[config.mk]
export PLATFORM = sky130hd
export DESIGN_NAME = wgt_bram
export DESIGN_NICKNAME = d
export VERILOG_FILES = /design/src/source/wgt_bram.sv
export SDC_FILE = /design/constraint.sdc
export NUM_CORES = 1
export LEC_CHECK = 0
export BUFFER_PORTS_ARGS = -buffer_cell sky130_fd_sc_hd__buf_2
export CAP_MARGIN = 20
export CORE_MARGIN = 2
export CORE_UTILIZATION = 35
export DETAILED_ROUTE_END_ITERATION = 8
export MAX_ROUTING_LAYER = met4
export PLACE_DENSITY_LB_ADDON = 0.3
export SYNTH_ARGS = -nofsm -noshare
export SYNTH_HDL_FRONTEND = slang
export SYNTH_SLANG_ARGS = --single-unit
export TNS_END_PERCENT = 100
[constraint.sdc]
create_clock -name clk -period 1.8 [get_ports clk]
set_input_delay 0.18 -clock clk [delete_from_list [all_inputs] [get_ports clk]]
set_output_delay 0.18 -clock clk [all_outputs]
set_load 0.03 [all_outputs]
[src/source/wgt_bram.sv]
// Simple dual-port block memory
`timescale 1ns/100ps

module wgt_bram #(
  parameter int DATA_W = 8,
  parameter int DEPTH  = 64,
  localparam int ADDR_W = (DEPTH > 1) ? $clog2(DEPTH) : 1
) (
  input  logic              clk,
  input  logic              rst_n,
  input  logic              wr_en,
  input  logic [ADDR_W-1:0] wr_addr,
  input  logic [DATA_W-1:0] wr_data,
  input  logic [ADDR_W-1:0] rd_addr,
  output logic [DATA_W-1:0] rd_data
);

  logic [DATA_W-1:0] mem [DEPTH];

  // Write port
  always_ff @(posedge clk) begin
    if (wr_en) begin
      mem[wr_addr] <= wr_data;
    end
  end

  // Registered read port, one cycle after the address
  always_ff @(posedge clk or negedge rst_n) begin
    if (!rst_n) begin
      rd_data <= '0;
    end else begin
      rd_data <= mem[rd_addr];
    end
  end

endmodule

# Word-level counts from Yosys, hierarchy flattened
# Memories as Yosys holds them, arrays and structs flattened. A register that Yosys moved wholly into a read port is not among the register bits.
# Index checks and enable logic that the tools add are counted.
[op_classes] add_sub_neg=0 n_mul=0 div=0 order_cmp=0 n_eq_ne=0 shifts=0 muxes=2 bitwise=0 reduce_logical=1
[ops] op="2-to-1 mux 1 bit" n=2
[ops] op="logical NOT 1 bit" n=1
[word_totals] ff_bits=0 latch_bits=0 ramBits=512 romBits=0 output_inout_bits=8 n_memories=1
[mem_list] name="mem" words=64 word_bits=8 read_ports=1 rd_clocked_by_memory_dff=1 wr=1 line="18" text="logic [DATA_W-1:0] mem [DEPTH];"

# Depth between registers and ports, before layout
[logic_depth] depth_word=2 ltp_mapped=9

# Least setup slack after synthesis
# Ideal clock, no wire load.
[synth_path] kind="input to register" startpoint="in wr_addr[5]" endpoint="mem mem[48][0], enable pin" setup_time_ns=0.383 t_arrival_ns=1.458 slack_ns=-0.041 path_stages=4 path_buffers=1 path_cell_list="clkbuf_1 > nand3_1 > or3_1 > nor3_1"
[synth_lines] element="start: declaration" line="12" text="input logic [ADDR_W-1:0] wr_addr,"
[synth_lines] element="end: declaration" line="18"
# Straight into the memory's write port.

==> metrics.txt <==
I/O pin cnt 31; Hold Fails Final Rpt 0; clk_skew 0.01595 ns; most frequent cells in the layout edfxtp_1 (512), buf_4 (167), mux4_2 (126), nor2_1 (81), clkbuf_16 (53); Worst EP required 2.26 ns; Remaining Overflow, GRT 0; Max FO, Critical Path 1; Synth Area per Inst 21.46 um^2; Async SR Flop Fraction 0.01538; final WL 48250 um; Sink Count 520; row cnt 88; Skew-Pair Late Insertion Delay 0.59 ns; Placed Area 22480 um^2; Final min period 1.905 ns; final instance area 24370 um^2; CP Cell Sequence mux4_2 > mux2_4 > o221a_4 > nor3_4 > o32ai_2; internal power 20490 uW; # Post-CTS Setup Buffers 0; Comb power frac 0.058; ANT nets after route 0; final setup vio count 4; RSZ-0062 raised after global routing yes; Largest stage delay, worst path 0.48 ns; Pleak 0.007959 uW; largest net degree at the start of global routing 65; initial core utilization 0.3523; DRC viols 0; mapped cell area 20210 um^2; Flop pwr share 0.521; share of the yosys chip area belonging to registers 0.7706; deepest clock path buffer count 3; Root Buffer clkbuf_16; H-Tree Level Count 2; Area Growth Syn to Fin 20.57%; Detail Placement HPWL 31190 um; yosys warns 0; Nets 1175; Tightest Hold Check Type input pin to asynchronous set/reset pin; Clock transition at path regs 0.06 ns; cells on worst reg2reg path 5; pins over their slew limit 0; Max transition margin 0.3482; DIE AREA 59690 um^2; Total GRT Usage 0.1698; part of the cycle the worst path needs 1.058; commonest non-fill, non-tap cell in the layout edfxtp_1; die height 244.3 um; Peak Freq 0.5250 GHz; CP max-delay cell mux4_2; routed len/inst 24.60 um; worst slew pin tran 0.9777 ns; crit path DAT 2.36 ns; port bufs 30; first-pass GRT wire length 71420 um; Sw Ratio 0.2066; DR iter-0 viols 913; Die X 244.3 um; number of global-route vias before repair 10400; Syn Nets 965; CP Class flop to flop; prevailing post-synth register cell edfxtp_1; Core Util, Final 0.4248; Mapped Cells 942; Hold Slack 0.06977 ns; Via density 5.140; Placeable Area 57370 um^2; final setup margin -0.1048 ns; initial antenna violation count 2; VDD IR-drop max 0.0005306 V; Post-synth EDFFs 512; status finished with violations; Pre-Repair DR Iteration Count 5; CP Launch Type flop; Via Count 10080; failing checks setup timing; Critical Path End Type flop; #FFs+latches synth 520; layout cell share with drive strength beyond 1 0.3693; total power 25830 uW; MaxCap Viol Count 0; Power Density 1060 nW/um^2; share of total power in the clock network 0.421; number of CTS-inserted buffers 52; Routability Congestion 0.8102; CTS tree built; Cell variety after synth 40; NetSw 5335 uW
==> cells in the mapped netlist (3+ instances only) <==
cell type,n,area (um^2)
o2111ai_1,3,26.28
a211oi_1,4,30.03
mux2i_1,23,230.2
clkbuf_1,19,71.32
a22oi_1,3,22.52
mux2_2,13,146.4
nor2_1,84,315.3
o221ai_1,8,70.07
nand3_1,14,70.07
nand3b_1,3,22.52
a221oi_1,6,52.55
o2bb2ai_1,3,26.28
nor2b_1,13,81.33
nand2b_1,6,37.54
edfxtp_1,512,15370
buf_2,12,60.06
a21oi_1,3,15.01
buf_6,4,45.04
nor3_1,7,35.03
nand2_1,20,75.07
o22ai_1,8,50.05
buf_4,13,97.59
dfrtp_1,8,200.2
mux4_2,126,2838
==> sequential cells by signal, indices dropped and copies added, names as in the netlist <==
register / flops
rd_data: 8
mem: 512
==> what timing repair did <==
| item | CTS | global route |
|---|---|---|
| pin swaps | 6 | 5 |
| endpoints found under the setup margin | 8 | 8 |
| gates resized for setup | 18 | 14 |
| hold buffers | 1 | 0 |
| endpoints found under the hold margin | 8 | 0 |
==> final timing paths <==
check	startpoint	slack [ns]	endpoint
worst min register to register	mem[31][4]$_DFFE_PP_	0.89	rd_data[4]$_DFF_PN0_
max in group asynchronous	rst_n	1.51	rd_data[0]$_DFF_PN0_
worst max register to register	mem[21][6]$_DFFE_PP_	-0.10	rd_data[6]$_DFF_PN0_
min in group clk	wr_data[0]	0.11	mem[25][0]$_DFFE_PP_
worst min-delay path	rst_n	0.07	rd_data[6]$_DFF_PN0_
worst max-delay path	mem[21][6]$_DFFE_PP_	-0.10	rd_data[6]$_DFF_PN0_
==> worst max-delay path: cells and delay by family, from the launching register on <==
family,cells,cell delay (ns)
AO/OA/AOI/OAI,2,0.40
flip-flops,1,0.37
multiplexers,2,0.78
AND/OR/NAND/NOR,1,0.24
==> cell type report <==
class / instances / area (um^2)
sequential: 520 / 15570
fill: 4916 / 33000
multi-input combinational: 370 / 4478
tap: 765 / 957.2
clock inverter: 29 / 311.5
antenna: 2 / 5.005
timing repair buffer: 208 / 1644
clock buffer: 67 / 1399
==> cell families after synthesis <==
group                  after synthesis  synth area share
DFF                                520            0.7706
muxes                              162            0.1590
and+or+nand+nor                    154           0.03380
AOI/OAI and AO/OA                   54           0.02068
buffers and inverters               52           0.01591
==> per-stage QoR <==
| stage | std cells | setup WS (ns) | setup TNS, ns |
|---|---|---|---|
| final | 1961 | -0.1048 | -0.2163 |
| after global routing | 1961 | -0.1227 | -0.4659 |
| after CTS | 1959 | -0.1235 | -0.2315 |
| after detailed placement | 1862 | -0.8164 | -3.988 |
| after global placement | 1862 | -0.8124 | -3.917 |
| after floorplan | 942 | 0.01762 | 0 |
==> power groups by stage <==
stage / logic (uW) / clock network (uW) / registers, uW
5_1_grt: 1610 / 11600 / 13500
6_report: 1510 / 10900 / 13500
3_3_place_gp: 1450 / 0 / 13700
2_1_floorplan: 720 / 0 / 13700
3_5_place_dp: 1470 / 0 / 13700
4_1_cts: 1510 / 11100 / 13500
==> metal layers <==
metal	share of wire	GRT usage	vias to the layer above	wire length [um]
li1	-	-	4370	-
met4	0.027	0.05147	0	1314
met5	0	-	-	0
met1	0.44	0.2325	5353	21040
met2	0.48	0.2635	279	23330
met3	0.053	0.02623	78	2570
Power figures use the tool's default switching activity.
