## src/source/gat_pkg.sv

```systemverilog
// GAT weight stage shared types

package gat_pkg;

  // ==========================================================================
  // Widths
  // ==========================================================================
  parameter int DATA_WIDTH    = 8;
  parameter int WH_WIDTH      = 20;
  parameter int SCORE_WIDTH   = 32;
  // Covers the largest supported NUM_FEATURE_IN
  parameter int COL_IDX_WIDTH = 11;

  // ==========================================================================
  // Value types
  // ==========================================================================
  typedef logic signed [DATA_WIDTH-1:0]  data_t;
  typedef logic signed [WH_WIDTH-1:0]    wh_t;
  typedef logic signed [SCORE_WIDTH-1:0] score_t;

  // One nonzero element of a sparse H row
  typedef struct packed {
    data_t                    value;
    logic [COL_IDX_WIDTH-1:0] col_idx;
    logic                     last;
  } h_elem_t;

  // Weight loader FSM
  typedef enum logic [1:0] {
    IDLE,
    LOAD,
    DONE
  } loader_state_e;

endpackage

```

## src/source/attn_score.sv

```systemverilog
// Attention half-score unit
`timescale 1ns/100ps

module attn_score #(
  parameter int NUM_FEATURE_OUT = 4
) (
  input  logic                                   clk,
  input  logic                                   rst_n,
  input  logic                                   wh_vld,
  input  gat_pkg::wh_t [NUM_FEATURE_OUT-1:0]     wh,
  input  gat_pkg::data_t [2*NUM_FEATURE_OUT-1:0] a_vec,
  output logic                                   score_vld,
  output gat_pkg::score_t                        e_src,
  output gat_pkg::score_t                        e_dst
);

  gat_pkg::score_t src_sum;
  gat_pkg::score_t dst_sum;

  // ==========================================================================
  // Dot products with both halves of a
  // ==========================================================================
  // Lower half of a weighs the source node, upper half the destination
  always_comb begin
    src_sum = '0;
    dst_sum = '0;
    for (int f = 0; f < NUM_FEATURE_OUT; f++) begin
      src_sum = src_sum + gat_pkg::score_t'($signed(wh[f])) *
                          gat_pkg::score_t'($signed(a_vec[f]));
      dst_sum = dst_sum + gat_pkg::score_t'($signed(wh[f])) *
                          gat_pkg::score_t'($signed(a_vec[f + NUM_FEATURE_OUT]));
    end
  end

  always_ff @(posedge clk or negedge rst_n) begin
    if (!rst_n) begin
      score_vld <= 1'b0;
    end else begin
      score_vld <= wh_vld;
    end
  end

  // Scores held until the next node
  always_ff @(posedge clk) begin
    if (wh_vld) begin
      e_src <= src_sum;
      e_dst <= dst_sum;
    end
  end

endmodule

```

## config.mk

```make
export PLATFORM = sky130hd
export DESIGN_NAME = attn_score
export DESIGN_NICKNAME = d
export VERILOG_FILES = /design/src/source/gat_pkg.sv /design/src/source/attn_score.sv
export SDC_FILE = /design/constraint.sdc
export NUM_CORES = 2
export LEC_CHECK = 0
export BUFFER_PORTS_ARGS = -buffer_cell sky130_fd_sc_hd__buf_4
export CORE_UTILIZATION = 25
export CTS_CLUSTER_SIZE = 30
export DETAILED_ROUTE_END_ITERATION = 10
export SETUP_SLACK_MARGIN = 0.15
export SYNTH_ARGS = -nofsm -noshare
export SYNTH_HDL_FRONTEND = slang
export SYNTH_SLANG_ARGS = --single-unit
```

## constraint.sdc

```tcl
create_clock -name clk -period 0.8 [get_ports clk]
set_input_delay 0.04 -clock clk [delete_from_list [all_inputs] [get_ports clk]]
set_output_delay 0.04 -clock clk [all_outputs]
set_load 0.05 [all_outputs]
```

== Yosys cells after proc, flatten, opt, wreduce, memory -nomap -nowiden ==
Index checks and enable logic that the tools add are counted.
Widths: inputs -> output; s select.
Storage, ports and cells
  ROM bits: 0
  bits in latches: 0
  register bits after elaboration: 65
  bits in writable memories: 0
  memories: 0
  output and inout port bits: 65
  input port bits: 147
Operators by class
  $mul: 8
  bitwise operators: 0
  multiplexer cells: 0
  divide/modulo/power cells: 0
  magnitude comparators: 0
  reduce and logical (&&, ||, !) cells: 0
  add/subtract/negate cells: 6
  eq/ne operators: 0
  shifts and indexed selects: 0
Operator list (number)
  $mul 20x8->28: 8
  $add 30x28->31: 2
  $add 29x28->30: 2
  $add 28x28->29: 2

== Longest topological paths before layout ==
  depth after elaboration: 4
  depth in mapped cells: 27

== Worst setup path before layout ==
OpenSTA, ideal clock, no wires.
  kind: input-to-reg
  from: in a_vec[2] (netlist bit)
  to: reg e_src[30] (data pin)
  data required time: 542 ps
  cell stages on the path: 24
  slack: -6096 ps
  library setup time: 258 ps
  arrival: 6638 ps
  cell sequence: clkbuf_1 nand2_1 fa_1 inv_1 fa_1 inv_1 fa_1 inv_1 fa_1 fa_1 fa_1 fa_1 inv_1 fa_1 inv_1 ha_1 and4_4 a21boi_1 o41a_1 a311o_2 o31a_1 a211oi_2 a21oi_2 xnor2_1
Between the ends
  longest elaborated chain between the ends: 4
RTL lines
  start, declared: RTL line attn_score.sv:11  | input gat_pkg::data_t [2*NUM_FEATURE_OUT-1:0] a_vec,
  $mul 20x8->28: RTL line attn_score.sv:28  | src_sum = src_sum + gat_pkg::score_t'($signed(wh[f])) *
  $add 28x28->29: RTL line attn_score.sv:28
  $add 29x28->30: RTL line attn_score.sv:28
  $add 30x28->31: RTL line attn_score.sv:28
  via src_sum[30]: RTL line attn_score.sv:17  | gat_pkg::score_t src_sum;
  end signal, assigned: RTL line attn_score.sv:46  | e_src <= src_sum;
  end, declared: RTL line attn_score.sv:13  | output gat_pkg::score_t e_src,
The timed path passes the listed nets, and every way through them passes these cells.
A chain may end at the register's enable or synchronous reset.

== Final worst setup path ==
  from: in wh[6] (netlist bit)
  to: reg e_dst[25] (data pin)
Between the ends
  longest elaborated chain between the ends: 4
RTL lines
  start, declared: RTL line attn_score.sv:10  | input gat_pkg::wh_t [NUM_FEATURE_OUT-1:0] wh,
  $mul 20x8->28: RTL line attn_score.sv:30  | dst_sum = dst_sum + gat_pkg::score_t'($signed(wh[f])) *
  $add 28x28->29: RTL line attn_score.sv:30
  $add 29x28->30: RTL line attn_score.sv:30
  $add 30x28->31: RTL line attn_score.sv:30
  via dst_sum[25]: RTL line attn_score.sv:18  | gat_pkg::score_t dst_sum;
  end signal, assigned: RTL line attn_score.sv:47  | e_dst <= dst_sum;
  end, declared: RTL line attn_score.sv:14  | output gat_pkg::score_t e_dst
The timed path passes the listed nets, and every way through them passes these cells.

==> flow_summary.yaml <==
placement:
  finalWeightedCongestion: 0.898
  hpwl_um: 136000
  portBuffers: 211
critical_path:
  cp-end-kind: "register"
  path_class: "in -> reg"
  crit_required_ns: 1.05
  start_kind: "input pin"
  critPathMaxStageDelay_ns: 0.57
  cpMaxStageDelayCell: "fa_1"
  cp_max_fo: 9
  crit_path_frequent_cell: "fa_1"
  critPathArrivalTime_ns: 6.86
yosys:
  syn_area_per_cell_sq_um: 9.49
  synthAdderAreaFrac: 0.653
  synthXorXnorAreaFrac: 0.0120
  synth-async-reset-ratio: 0.0159
  synthesis.nets: 6770
  synth.distinct_cells: 55
  synth-main-ff-cell: "edfxtp_1"
  yosysTopAreaCell: "fa_1"
  yosys_warnings: 0
  netlist_instances: 4981
  synth_top_family_by_area: "adder cells"
  yosys.area_share.simple: 0.140
  synth_compound_area_frac: 0.0208
  synth-edff-count: 62
  synthTopCellsByArea: "fa_1 58%, inv_1 12%, ha_1 7.1%"
  ys_top_cells_by_count: "1477 x inv_1, 1372 x fa_1, 719 x nand2_1"
  yosysTopAreaCellShare: 0.581
  ys_ff_latch: 63
  ys_seq_area_frac: 0.0399
  synth_mux_area_frac: 0
  syn_area_sq_um: 47200
  synth.most_common_cell: "inv_1"
timing:
  worst_slew_pin_slew_ns: 0.617
  rsz0062_at_grt: "true"
  drv_slew: 0
  setup_violations: 127
  hold_violations: 0
  relSlewSlack: 0.584
  worst_slack_ns: -5.81
  finalCritPeriodShare: 8.26
  fin_crit_ns: 6.61
  max_freq_ghz: 0.151
global_route:
  grt_pass1_wl_um: 240000
  first_global_vias: 39500
  grt_use_total: 0.169
  antenna_found_initial: 18
  grt_overflow_total: 0
  grt_max_degree: 34
route:
  drtIter0Drc: 2162
  viasPerCell: 4.26
  drt.antenna.violating_nets: 0
  wl_um: 156000
  drt-pass1-iter-count: 9
  drc: 30
  vias: 35000
  wl_per_cell_um: 19.0
die:
  fp-row-count: 159
  start_util: 0.252
  core_sq_um: 188000
  die_area_sq_um: 191000
  ioPinCount: 212
  die_x_um: 437
  die_h_um: 437
clocking:
  cts_sinks: 63
  cts_max_level: 3
  clkTransAtPathRegs_ns: 0.10
  clock_path_buffers: 2
  numCtsBuffers: 9
  clock-root-buffer: "clkbuf_16"
  cts_tree: "yes"
job:
  drv_cap: 0
status:
  violations: "design-rule violations, negative setup slack"
  status: "finished with violations"
finish:
  nNetsFinal: 7477
  nFillCells: 19200
  area_delta_synth_final_pct: 29.8
  drive_gt1_frac: 0.240
  final_util: 0.327
hold_path:
  hold_class: "in -> reg"
## what timing repair did
action | CTS | global route
gates resized for setup | 521 | 305
endpoints found under the setup margin | 127 | 128
hold buffers | 3 | 0
gates cloned | 2 | 3
pin swaps | 179 | 195
buffers inserted | 60 | 46
hold endpoints to repair | 2 | 0
## cell type report
type,count,area (sq um),share of cell area
Antenna cell,13,32.5,0.000530
Clock buffer,9,225,0.00367
Inverter,1478,5570,0.0907
Timing Repair Buffer,906,9120,0.149
Clock inverter,7,71.3,0.00116
Sequential cell,63,1890,0.0308
Tap cell,2495,3120,0.0509
Multi-Input combinational cell,3230,41300,0.674
## placed cells by master, fill, tap and decap left out, types with 60 or more instances in the layout
cell      instances
inv_1          1405
fa_1           1314
nand2_1         678
buf_4           542
and2_1          360
buf_6           236
ha_1            197
nand2b_1         78
inv_2            70
ha_4             68
buf_12           66
edfxtp_1         62
and2_4           60
## worst paths after layout
kind	endpoint	cells past startpoint	from
min in group asynchronous	score_vld$_DFF_PN0_	3	rst_n
min	e_src[9]$_DFFE_PP_	2	wh_vld
max	e_dst[25]$_DFFE_PP_	27	wh[6]
max in group asynchronous	score_vld$_DFF_PN0_	3	rst_n
## sequential cells by signal, indices dropped and copies added (netlist names)
name / flops
e_src: 31
score_vld: 1
e_dst: 31
## through the flow
| stage | setup WS, ns | setup TNS (ns) | instance area [sq um] | cells | hold slack (ns) |
|---|---|---|---|---|---|
| global route | -5.94 | -325.43 | 61300 | 8198 | 0.0633 |
| detailed placement | -6.60 | -333.87 | 56600 | 8058 | -0.184 |
| CTS | -5.78 | -314.09 | 59600 | 8139 | 0.0370 |
| global placement | -6.52 | -331.80 | 56600 | 8058 | -0.184 |
| floorplan | -5.93 | -286.90 | 48900 | 4981 | -0.256 |
| finish | -5.81 | -313.67 | 61300 | 8201 | 0.0648 |
## worst max-delay path: cells and delay by family
family                   cells  cell delay [ns]
AND/OR/NAND/NOR              3             0.73
XOR/XNOR                     1             0.14
adder cells (fa/ha/maj)      9             4.18
buffers and inverters        9             0.86
AO/OA/AOI/OAI                5             0.88
## cell families (layout without fill, tap and decap cells)
family | count (synthesis) | after routing
XOR/XNOR | 65 | 65
flip-flops | 63 | 63
other | 0 | 13
AO/OA/AOI/OAI | 151 | 151
adder cells (fa/ha/maj) | 1642 | 1642
buffers and inverters | 1688 | 2400
AND/OR/NAND/NOR | 1372 | 1372
## routing by layer
metal  wire, um  part of all wire  GRT usage
met5         17           0.00011          0
met4       5180             0.033     0.0638
met3      10900             0.070     0.0309
met2      77500              0.50      0.283
met1      62200              0.40      0.215
Power is left out: the tool's default activity adds up to more than one toggle a clock period on the data nets, which glitch-free logic cannot reach.
