===== src/source/gat_pkg.sv =====
// GAT weight stage shared types

package gat_pkg;

  // ==========================================================================
  // Widths
  // ==========================================================================
  parameter int DATA_WIDTH    = 8;
  parameter int WH_WIDTH      = 20;
  parameter int SCORE_WIDTH   = 32;
  // Covers the largest supported NUM_FEATURE_IN
  parameter int COL_IDX_WIDTH = 11;

  // ==========================================================================
  // Value types
  // ==========================================================================
  typedef logic signed [DATA_WIDTH-1:0]  data_t;
  typedef logic signed [WH_WIDTH-1:0]    wh_t;
  typedef logic signed [SCORE_WIDTH-1:0] score_t;

  // One nonzero element of a sparse H row
  typedef struct packed {
    data_t                    value;
    logic [COL_IDX_WIDTH-1:0] col_idx;
    logic                     last;
  } h_elem_t;

  // Weight loader FSM
  typedef enum logic [1:0] {
    IDLE,
    LOAD,
    DONE
  } loader_state_e;

endpackage


===== src/source/wh_sparse_mult.sv =====
// Sparse H row times W multiplier
`timescale 1ns/100ps

module wh_sparse_mult #(
  parameter int NUM_FEATURE_IN  = 8,
  parameter int NUM_FEATURE_OUT = 4,
  localparam int FEAT_ADDR_W = (NUM_FEATURE_IN > 1) ? $clog2(NUM_FEATURE_IN) : 1
) (
  input  logic                                 clk,
  input  logic                                 rst_n,
  input  logic                                 h_vld,
  input  gat_pkg::h_elem_t                     h_elem,
  output logic [FEAT_ADDR_W-1:0]               col_rd_addr,
  input  gat_pkg::data_t [NUM_FEATURE_OUT-1:0] col_rd_data,
  output logic                                 wh_vld,
  output gat_pkg::wh_t [NUM_FEATURE_OUT-1:0]   wh
);

  // Stage one
  logic           vld_q;
  logic           last_q;
  gat_pkg::data_t value_q;

  // Stage two
  gat_pkg::wh_t [NUM_FEATURE_OUT-1:0] prod;
  gat_pkg::wh_t [NUM_FEATURE_OUT-1:0] sum;
  gat_pkg::wh_t [NUM_FEATURE_OUT-1:0] acc_q;
  gat_pkg::wh_t [NUM_FEATURE_OUT-1:0] wh_q;
  logic                               wh_vld_q;

  // ==========================================================================
  // Stage one: row lookup
  // ==========================================================================
  // Column index addresses every column memory at once, the memory
  // registers it, so data lines up with the delayed value below
  assign col_rd_addr = h_elem.col_idx[FEAT_ADDR_W-1:0];

  always_ff @(posedge clk or negedge rst_n) begin
    if (!rst_n) begin
      vld_q  <= 1'b0;
      last_q <= 1'b0;
    end else begin
      vld_q  <= h_vld;
      last_q <= h_vld && h_elem.last;
    end
  end

  always_ff @(posedge clk) begin
    if (h_vld) begin
      value_q <= h_elem.value;
    end
  end

  // ==========================================================================
  // Stage two: multiply and accumulate
  // ==========================================================================
  always_comb begin
    for (int f = 0; f < NUM_FEATURE_OUT; f++) begin
      prod[f] = $signed(value_q) * $signed(col_rd_data[f]);
      sum[f]  = acc_q[f] + prod[f];
    end
  end

  always_ff @(posedge clk or negedge rst_n) begin
    if (!rst_n) begin
      acc_q    <= '0;
      wh_vld_q <= 1'b0;
    end else begin
      wh_vld_q <= vld_q && last_q;
      if (vld_q) begin
        // Last element closes the node, next node starts from zero
        if (last_q) begin
          acc_q <= '0;
        end else begin
          acc_q <= sum;
        end
      end
    end
  end

  // Finished node vector
  always_ff @(posedge clk) begin
    if (vld_q && last_q) begin
      wh_q <= sum;
    end
  end

  assign wh_vld = wh_vld_q;
  assign wh     = wh_q;

endmodule


===== config.mk =====
export PLATFORM = sky130hd
export DESIGN_NAME = wh_sparse_mult
export DESIGN_NICKNAME = d
export VERILOG_FILES = /design/src/source/gat_pkg.sv /design/src/source/wh_sparse_mult.sv
export SDC_FILE = /design/constraint.sdc
export NUM_CORES = 1
export LEC_CHECK = 0
export ABC_AREA = 1
export BUFFER_PORTS_ARGS = -buffer_cell sky130_fd_sc_hd__buf_4
export CORE_UTILIZATION = 60
export CTS_BUF_LIST = sky130_fd_sc_hd__clkbuf_8
export CTS_CLUSTER_DIAMETER = 200
export DETAILED_ROUTE_END_ITERATION = 10
export PLACE_DENSITY_LB_ADDON = 0.15
export SKIP_LAST_GASP = 1
export SLEW_MARGIN = 20
export SYNTH_ARGS = -nofsm -noshare
export SYNTH_HDL_FRONTEND = slang
export SYNTH_SLANG_ARGS = --single-unit

===== constraint.sdc =====
create_clock -name clk -period 6.5 [get_ports clk]
set_clock_uncertainty 0.05 [all_clocks]
set_input_delay 0.325 -clock clk [delete_from_list [all_inputs] [get_ports clk]]
set_output_delay 0.325 -clock clk [all_outputs]
set_load 0.02 [all_outputs]

---- After elaboration in Yosys (flattened, before gate mapping) ----
Cells that the tools add are included.
storage, ports and cells
  flip-flop bits (word level) ............. 171
  input bits .............................. 55
  output and inout port bits .............. 84
cells by class
  $add $sub $neg .......................... 4
  multiply operators ...................... 4
  muxes and demuxes ....................... 1
  reduce and logical (&&, ||, !) cells .... 2
operator list
  kind                        count
  adder 20 x 16 -> 20 bit     4
  2-to-1 mux 80 bit           1
  multiplier 8 x 8 -> 16 bit  4
  logical AND 1 bit           2

---- Logic depth before layout (Yosys ltp) ----
Gate-level depths: netlist of the first run.
  depth after elaboration ................. 3
  depth in mapped cells ................... 26
  mapped depth without buffers ............ 24

---- Worst setup path after synthesis of the first run ----
Ideal clock, no wire load.
  path type ............................... reg2reg
  start ................................... reg value_q[7]
  end ..................................... reg wh_q, in the netlist wh[79], data pin
  setup time .............................. 0.255 ns
  cell stages (with the launch flop) ...... 19
  path buffers ............................ 1
  data required time ...................... 6.195 ns
  clock period less this slack ............ 4.885 ns
  path slack .............................. 1.615 ns
  arrival time ............................ 4.580 ns
  cells stage by stage .................... edfxtp_1 -> clkbuf_1 -> nand2_1 -> inv_1 -> fa_1 -> fa_1 -> fa_1 -> inv_1 -> fa_1 -> inv_1 -> ha_1 -> ha_1 -> nand2_1 -> nor2_1 -> and2_1 -> nand2_1 -> nand2_1 -> nand3_1 -> and2_1
RTL lines
  item                      line                  RTL
  start: declaration        wh_sparse_mult.sv:22  gat_pkg::data_t value_q;
  start signal: assignment  wh_sparse_mult.sv:50  value_q <= h_elem.value;
  end signal: assignment    wh_sparse_mult.sv:84  wh_q <= sum;
  end: declaration          wh_sparse_mult.sv:28  gat_pkg::wh_t [NUM_FEATURE_OUT-1:0] wh_q;

==> impl_results.md, run 1 <==
* Starting DRT DRC Count at 921
* DR DRC count at 0
* Antenna violations before repair at 0
* PostCTS Resize Cnt at 0
* F_max at 178 MHz
* Clock buffer count from CTS at 17
* Cell count after synthesis at 2404
* Post-Synth Simple-Gate Area at 16.2%
* Routed WL per cell at 15.7 um
* H-Tree Depth at 4
* IO Port Bufs at 124
* Fraction of layout cells with a size suffix above 1 at 7.58%
* Tcrit/Tclk final at 86.5%
* Clock sinks at 171
* Mux cell area share after synthesis at 0%
* Largest family of logic cells by synthesized area: adder cells
* Nets@finish at 3097
* Number of enable flip-flop cells after synthesis at 88
* Chip height at 190 um
* Root Buffer: clkbuf_8
* Cell variety after synth at 34
* Required time of the critical path at 6730 ps
* CTS hold repair buffers at 11
* Mapped Area at 21200 um^2
* Slew @ Worst Pin at 1030 ps
* Slack of the critical path at 875 ps
* Total congestion overflow at 0
* Number of I/O pins at 139
* CP Capture Type: register
* Met1 Use GR at 37.2%
* Syn-to-layout area delta at 8.82%
* Pre-CTS setup slack at 933 ps
* Critical Path Source Type: register
* Post-route ant nets at 0
* Final setup viols at 0
* Leading cell type in the layout, fill and taps excluded: inv_1
* Number of global-route vias before repair at 16385
* Slew headroom at 31.2%
* XOR/XNOR Fraction of Synth Area at 1.16%
* Synth Area in Compound Gates at 3.49%
* Chip Width at 190 um
* Met3 global-route usage at 3.91%
* Hold WS at 219 ps
* GRT Util Overall at 28.2%
* Via Count at 15479
* Worst-Skew Late Latency at 520 ps
* Final Max Slew Viols at 0
* Most frequent cells in the layout: 625 x inv_1, 596 x nand2_1, 352 x fa_1
* Dpl cells at 2931
* Synth Register Bits at 171
* Met2 usage at 48.7%
* Final hold vios at 0
* Final HPWL DP at 37000 um
* Post-synthesis net count at 2995
* TNS Setup at 0 ps
* Reg2Reg Depth at 16
* Status: complete, no violations
* Period minus WS final at 5620 ps
* Max-cap violations at 0
* Synth Warn # at 0
* Main synth FF type: edfxtp_1
* Via density at 5.20
* Largest net degree at the start of global routing at 76
* Adder-cell share of the synthesized area at 44.2%
* First-pass GRT wire length at 79400 um
* Sequential area share after synthesis at 22.3%
* Clk slew on worst S/H paths at 110 ps
* ANT cells at 0
* Post-CTS Setup Bufs at 0
* Synthesized area per cell at 8.81 um^2
* Initial core utilization at 61.1%
* CP Max Fanout at 13
* CTS tree: yes
* Full die area at 36000 um^2
* Filler cells at 2825
* WL final at 46600 um
* Bufs on Longest Clock Path at 2
* GP Congestion at 0.905
* Pre-antenna DRT Iters at 7
* Finished Layout Cells at 2974
* RSZ-0062 raised after global routing: no
* HP Class: in -> async
* GR peak layer: met2
* Worst setup path category: reg -> reg
* Worst Path Arrival at 5850 ps
* Site row count at 68
* Core Region at 34600 um^2
* Synth async-reset ratio at 48.5%
[cells by family (layout without fill, tap and decap cells)]
kind of cell / Yosys count / after routing
buffers and inverters: 701 / 816
DFF: 171 / 171
AOI/OAI and AO/OA: 130 / 130
xor gates and xnor gates: 28 / 28
and+or+nand+nor: 838 / 838
adders and majority gates: 536 / 536
[Yosys cell counts, types with 2 or more instances]
cell | instances | area, um^2
inv_1 | 624 | 2340
nand2_1 | 596 | 2240
fa_1 | 352 | 7050
ha_1 | 184 | 2300
edfxtp_1 | 88 | 2640
nand3_1 | 88 | 440
nor2_1 | 84 | 315
dfrtp_1 | 83 | 2080
a21oi_1 | 53 | 265
o21ai_0 | 47 | 235
clkbuf_1 | 39 | 146
and2_1 | 33 | 206
xor2_1 | 19 | 166
clkbuf_2 | 18 | 90.1
a22o_1 | 13 | 114
nand4_1 | 10 | 62.6
xnor2_1 | 9 | 78.8
buf_2 | 8 | 40.0
nand3b_1 | 8 | 60.1
nand2_2 | 7 | 43.8
buf_4 | 6 | 45.0
o21a_1 | 6 | 45.0
clkinv_1 | 4 | 15.0
nor3_1 | 4 | 20.0
or2_1 | 4 | 25.0
a21oi_2 | 3 | 26.3
nor2_2 | 3 | 18.8
o22ai_1 | 3 | 18.8
o21ai_1 | 2 | 10.0
o21bai_1 | 2 | 15.0
[worst max-delay path, cell delays in order (launching register included)]
cell and delay (ps):
edfxtp_1 670, buf_4 310, nand2_1 120, inv_1 540
fa_1 560, fa_1 500, fa_1 580, fa_1 440
ha_1 320, ha_1 340, nand2_1 140, inv_1 60
a21oi_1 180, nand2_2 110, a21oi_1 200, nand2_1 90
and2_1 160
[worst paths after layout]
kind	start	end	slack (ps)
max	value_q[7]	wh[13]	880
min	rst_n	acc_q[63]	220
max reg2reg	value_q[7]	wh[13]	880
min reg2reg	acc_q[59]	acc_q[59]	470
max in group asynchronous	rst_n	acc_q[56]	4900
min in group clk	col_rd_data[24]	wh[60]	240
[cell type report]
class                           count  area (um^2)  area share, %
Tap cell                          455          569           2.47
Timing Repair Buffer              155         1190           5.17
Multi-Input combinational cell   1532        13800           59.8
Inverter                          629         2360           10.3
Sequential cell                   171         4720           20.5
Clock inverter                     13          165          0.717
Clock buffer                       19          262           1.13
[per-stage QoR]
step | util (%) | cell area (um^2)
6_report | 66.5 | 23000
5_1_grt | 66.5 | 23000
4_1_cts | 66.5 | 23000
3_5_place_dp | 65.0 | 22500
3_3_place_gp | 65.0 | 22500
2_1_floorplan | - | 21200
[sequential cells by signal, summed over array words and instances (netlist names)]
signal,count
acc_q,80
last_q,1
value_q,8
vld_q,1
wh,80
wh_vld,1
[per-layer routing]
metal  share of wire, %  wire length (um)  vias to the layer above
li1                   -                 -                     7298
met1                 42             19500                     7673
met2                 51             23600                      441
met3                5.6              2610                       67
met4                2.0               932                        0
met5                  0                 0                        -
Power of run 1 is left out: the tool's default activity adds up to more than one toggle a clock period on the data nets, which glitch-free logic cannot reach.
==> inputs of run 2 (changes only) <==
--- a/config.mk
+++ b/config.mk
@@ -7,7 +7,7 @@
 export LEC_CHECK = 0
 export ABC_AREA = 1
 export BUFFER_PORTS_ARGS = -buffer_cell sky130_fd_sc_hd__buf_4
-export CORE_UTILIZATION = 60
+export CORE_UTILIZATION = 38
 export CTS_BUF_LIST = sky130_fd_sc_hd__clkbuf_8
 export CTS_CLUSTER_DIAMETER = 200
 export DETAILED_ROUTE_END_ITERATION = 10
==> run 2 against run 1 <==
Die area rose by 57%. Critical path type unchanged. Worst hold slack got worse by 49 ps. Routed wire length rose by 8.8%. Highest routed layer is now met5. Final cell count rose by 9.9%. Maximum frequency fell by 0.36%. First-iteration DRC count fell by 31%.
==> impl_results.md, run 2 (synthesis results as in run 1) <==
* Chip height at 238 um (+25%)
* CP Cell Sequence: buf_4, nand2_1, inv_1, fa_1, fa_1, fa_1, fa_1, ha_1, ha_1, nand2_1, inv_1, a21oi_2, nand2_2, a21oi_1, nand2_1, and2_1
* Core Region at 55100 um^2 (+59%)
* Post-route ant nets at 0 (unchanged)
* First-pass GRT wire length at 85200 um (+7.3%)
* Most frequent cells in the layout: 623 x inv_1, 596 x nand2_1, 352 x fa_1
* Site row count at 86 (+26%)
* Final Max Slew Viols at 0 (unchanged)
* H-Tree Depth at 4 (unchanged)
* ANT cells at 0 (unchanged)
* Slew headroom at 26.6% (-4.6 points)
* GRT Util Overall at 19.5% (-8.7 points)
* Final HPWL DP at 39900 um (+7.7%)
* Sequential cell area at 4720 um^2 (unchanged)
* Full die area at 56700 um^2 (+57%)
* CP Max Fanout at 14 (+1)
* TNS Setup at 0 ps (unchanged)
* Bufs on Longest Clock Path at 2 (unchanged)
* DR DRC count at 0 (unchanged)
* Leading cell type in the layout, fill and taps excluded: inv_1
* RR Endpoint: wh[53]
* Starting DRT DRC Count at 637 (-31%)
* Crit. path cell count at 16 (unchanged)
* Area of the multi-input gates at 13800 um^2 (unchanged)
* Slew @ Worst Pin at 1100 ps (+68.7 ps)
* Hold WS at 170 ps (-48.9 ps)
* Initial core utilization at 38.4% (-23 points)
* Worst path slowest cell: edfxtp_1
* Dpl cells at 3226 (+10%)
* Period minus WS final at 5650 ps (+20.5 ps)
* Final setup viols at 0 (unchanged)
* Nets@finish at 3099 (+0.065%)
* Fraction of layout cells with a size suffix above 1 at 7.74% (+0.15 points)
* Crit path largest cell delay at 820 ps (+150 ps)
* R2r startpoint: value_q[7]
* Post-CTS Setup Bufs at 0 (unchanged)
* GP Congestion at 0.847 (-6.4%)
* Status: complete, no violations
* Clk slew on worst S/H paths at 110 ps (about the same)
* Via density at 4.63 (-11%)
* Largest net degree at the start of global routing at 73 (-3.9%)
* Reg2Reg Depth at 16 (unchanged)
* Clock sinks at 171 (unchanged)
* HP Class: in -> async
* F_max at 177 MHz (-0.36%)
* Total congestion overflow at 0 (unchanged)
* Root Buffer: clkbuf_8
* Max-cap violations at 0 (unchanged)
* Syn-to-layout area delta at 10.6%
* Pre-antenna DRT Iters at 5 (-2)
* Routed WL per cell at 15.5 um (-1.0%)
* Antenna violations before repair at 2 (+2)
* WL final at 50700 um (+8.8%)
* Required time of the critical path at 6790 ps (+60 ps)
* Worst Path Arrival at 5930 ps (+80 ps)
* Filler cells at 5580 (+98%)
* Number of global-route vias before repair at 16431 (+0.28%)
* R2R setup slack at 850 ps (-20 ps)
* Final Util at 42.5% (-24 points)
* Clock buffer count from CTS at 17 (unchanged)
* RSZ-0062 raised after global routing: no
* Tcrit/Tclk final at 86.9% (+0.31 points)
* Worst setup path category: reg -> reg
* Via Count at 15150 (-2.1%)
* Buffers and inverters on the worst path at 3 (unchanged)
* Final hold vios at 0 (unchanged)
* Worst-Skew Late Latency at 570 ps (+50 ps)
* IO Port Bufs at 124 (unchanged)
* CP Capture Type: register
* CP delay by family, top: adder cells
* Chip Width at 238 um (+25%)
* Launch point of the worst path: value_q[7]
* CP dominant cell by count: fa_1
* CTS tree: yes
* Critical Path Source Type: register
* Finished Layout Cells at 3269 (+9.9%)
* Number of I/O pins at 139 (unchanged)
## run 2: changes by cell type in the layout (fill, tap and decap cells not counted)
cell and change:
inv_6 +3, clkbuf_8 -2, clkinv_4 +2, inv_1 -2, buf_12 +1, buf_6 +1
bufinv_16 -1, clkinv_2 +1, clkinvlp_4 -1, inv_4 +1, inv_8 -1
## run 2: cell type report
cell class                 count  area share, %
inverter                     629           10.1
tap                          748           4.00
clock inverter                15          0.695
sequential                   171           20.2
clock buffer                  17          0.999
multi-input combinational   1532           58.8
timing repair buffer         157           5.22
## run 2: how the worst max path moves through the flow
stage | endpoint | slack, ps
floorplan | wh[79] | 1620
global placement | wh[53] | 880
detailed placement | wh[53] | 830
CTS | wh[53] | 800
global route | wh[53] | 580
finish | wh[53] | 850
## run 2: per-layer routing
metal / vias to the layer above / global-route usage [%] / routed length (um)
met2: 209 / 32.5 / 24500
met5: - / 0 / 25
met1: 7605 / 26.2 / 23500
met4: 4 / 4.80 / 678
li1: 7294 / - / -
met3: 38 / 3.44 / 2050
## run 2: through the flow
step / setup WS [ps] / instance area, um^2
finish: 855 / 23400
global route: 575 / 23400
CTS: 800 / 23400
detailed placement: 831 / 22900
global placement: 878 / 22900
floorplan: 1620 / 21200
## run 2: what timing repair did
action / in CTS / in global routing
hold endpoints to repair: 42 / 0
hold buffers: 11 / 0
gates resized for setup: 0 / 0
Power of run 2 is left out for the same reason.
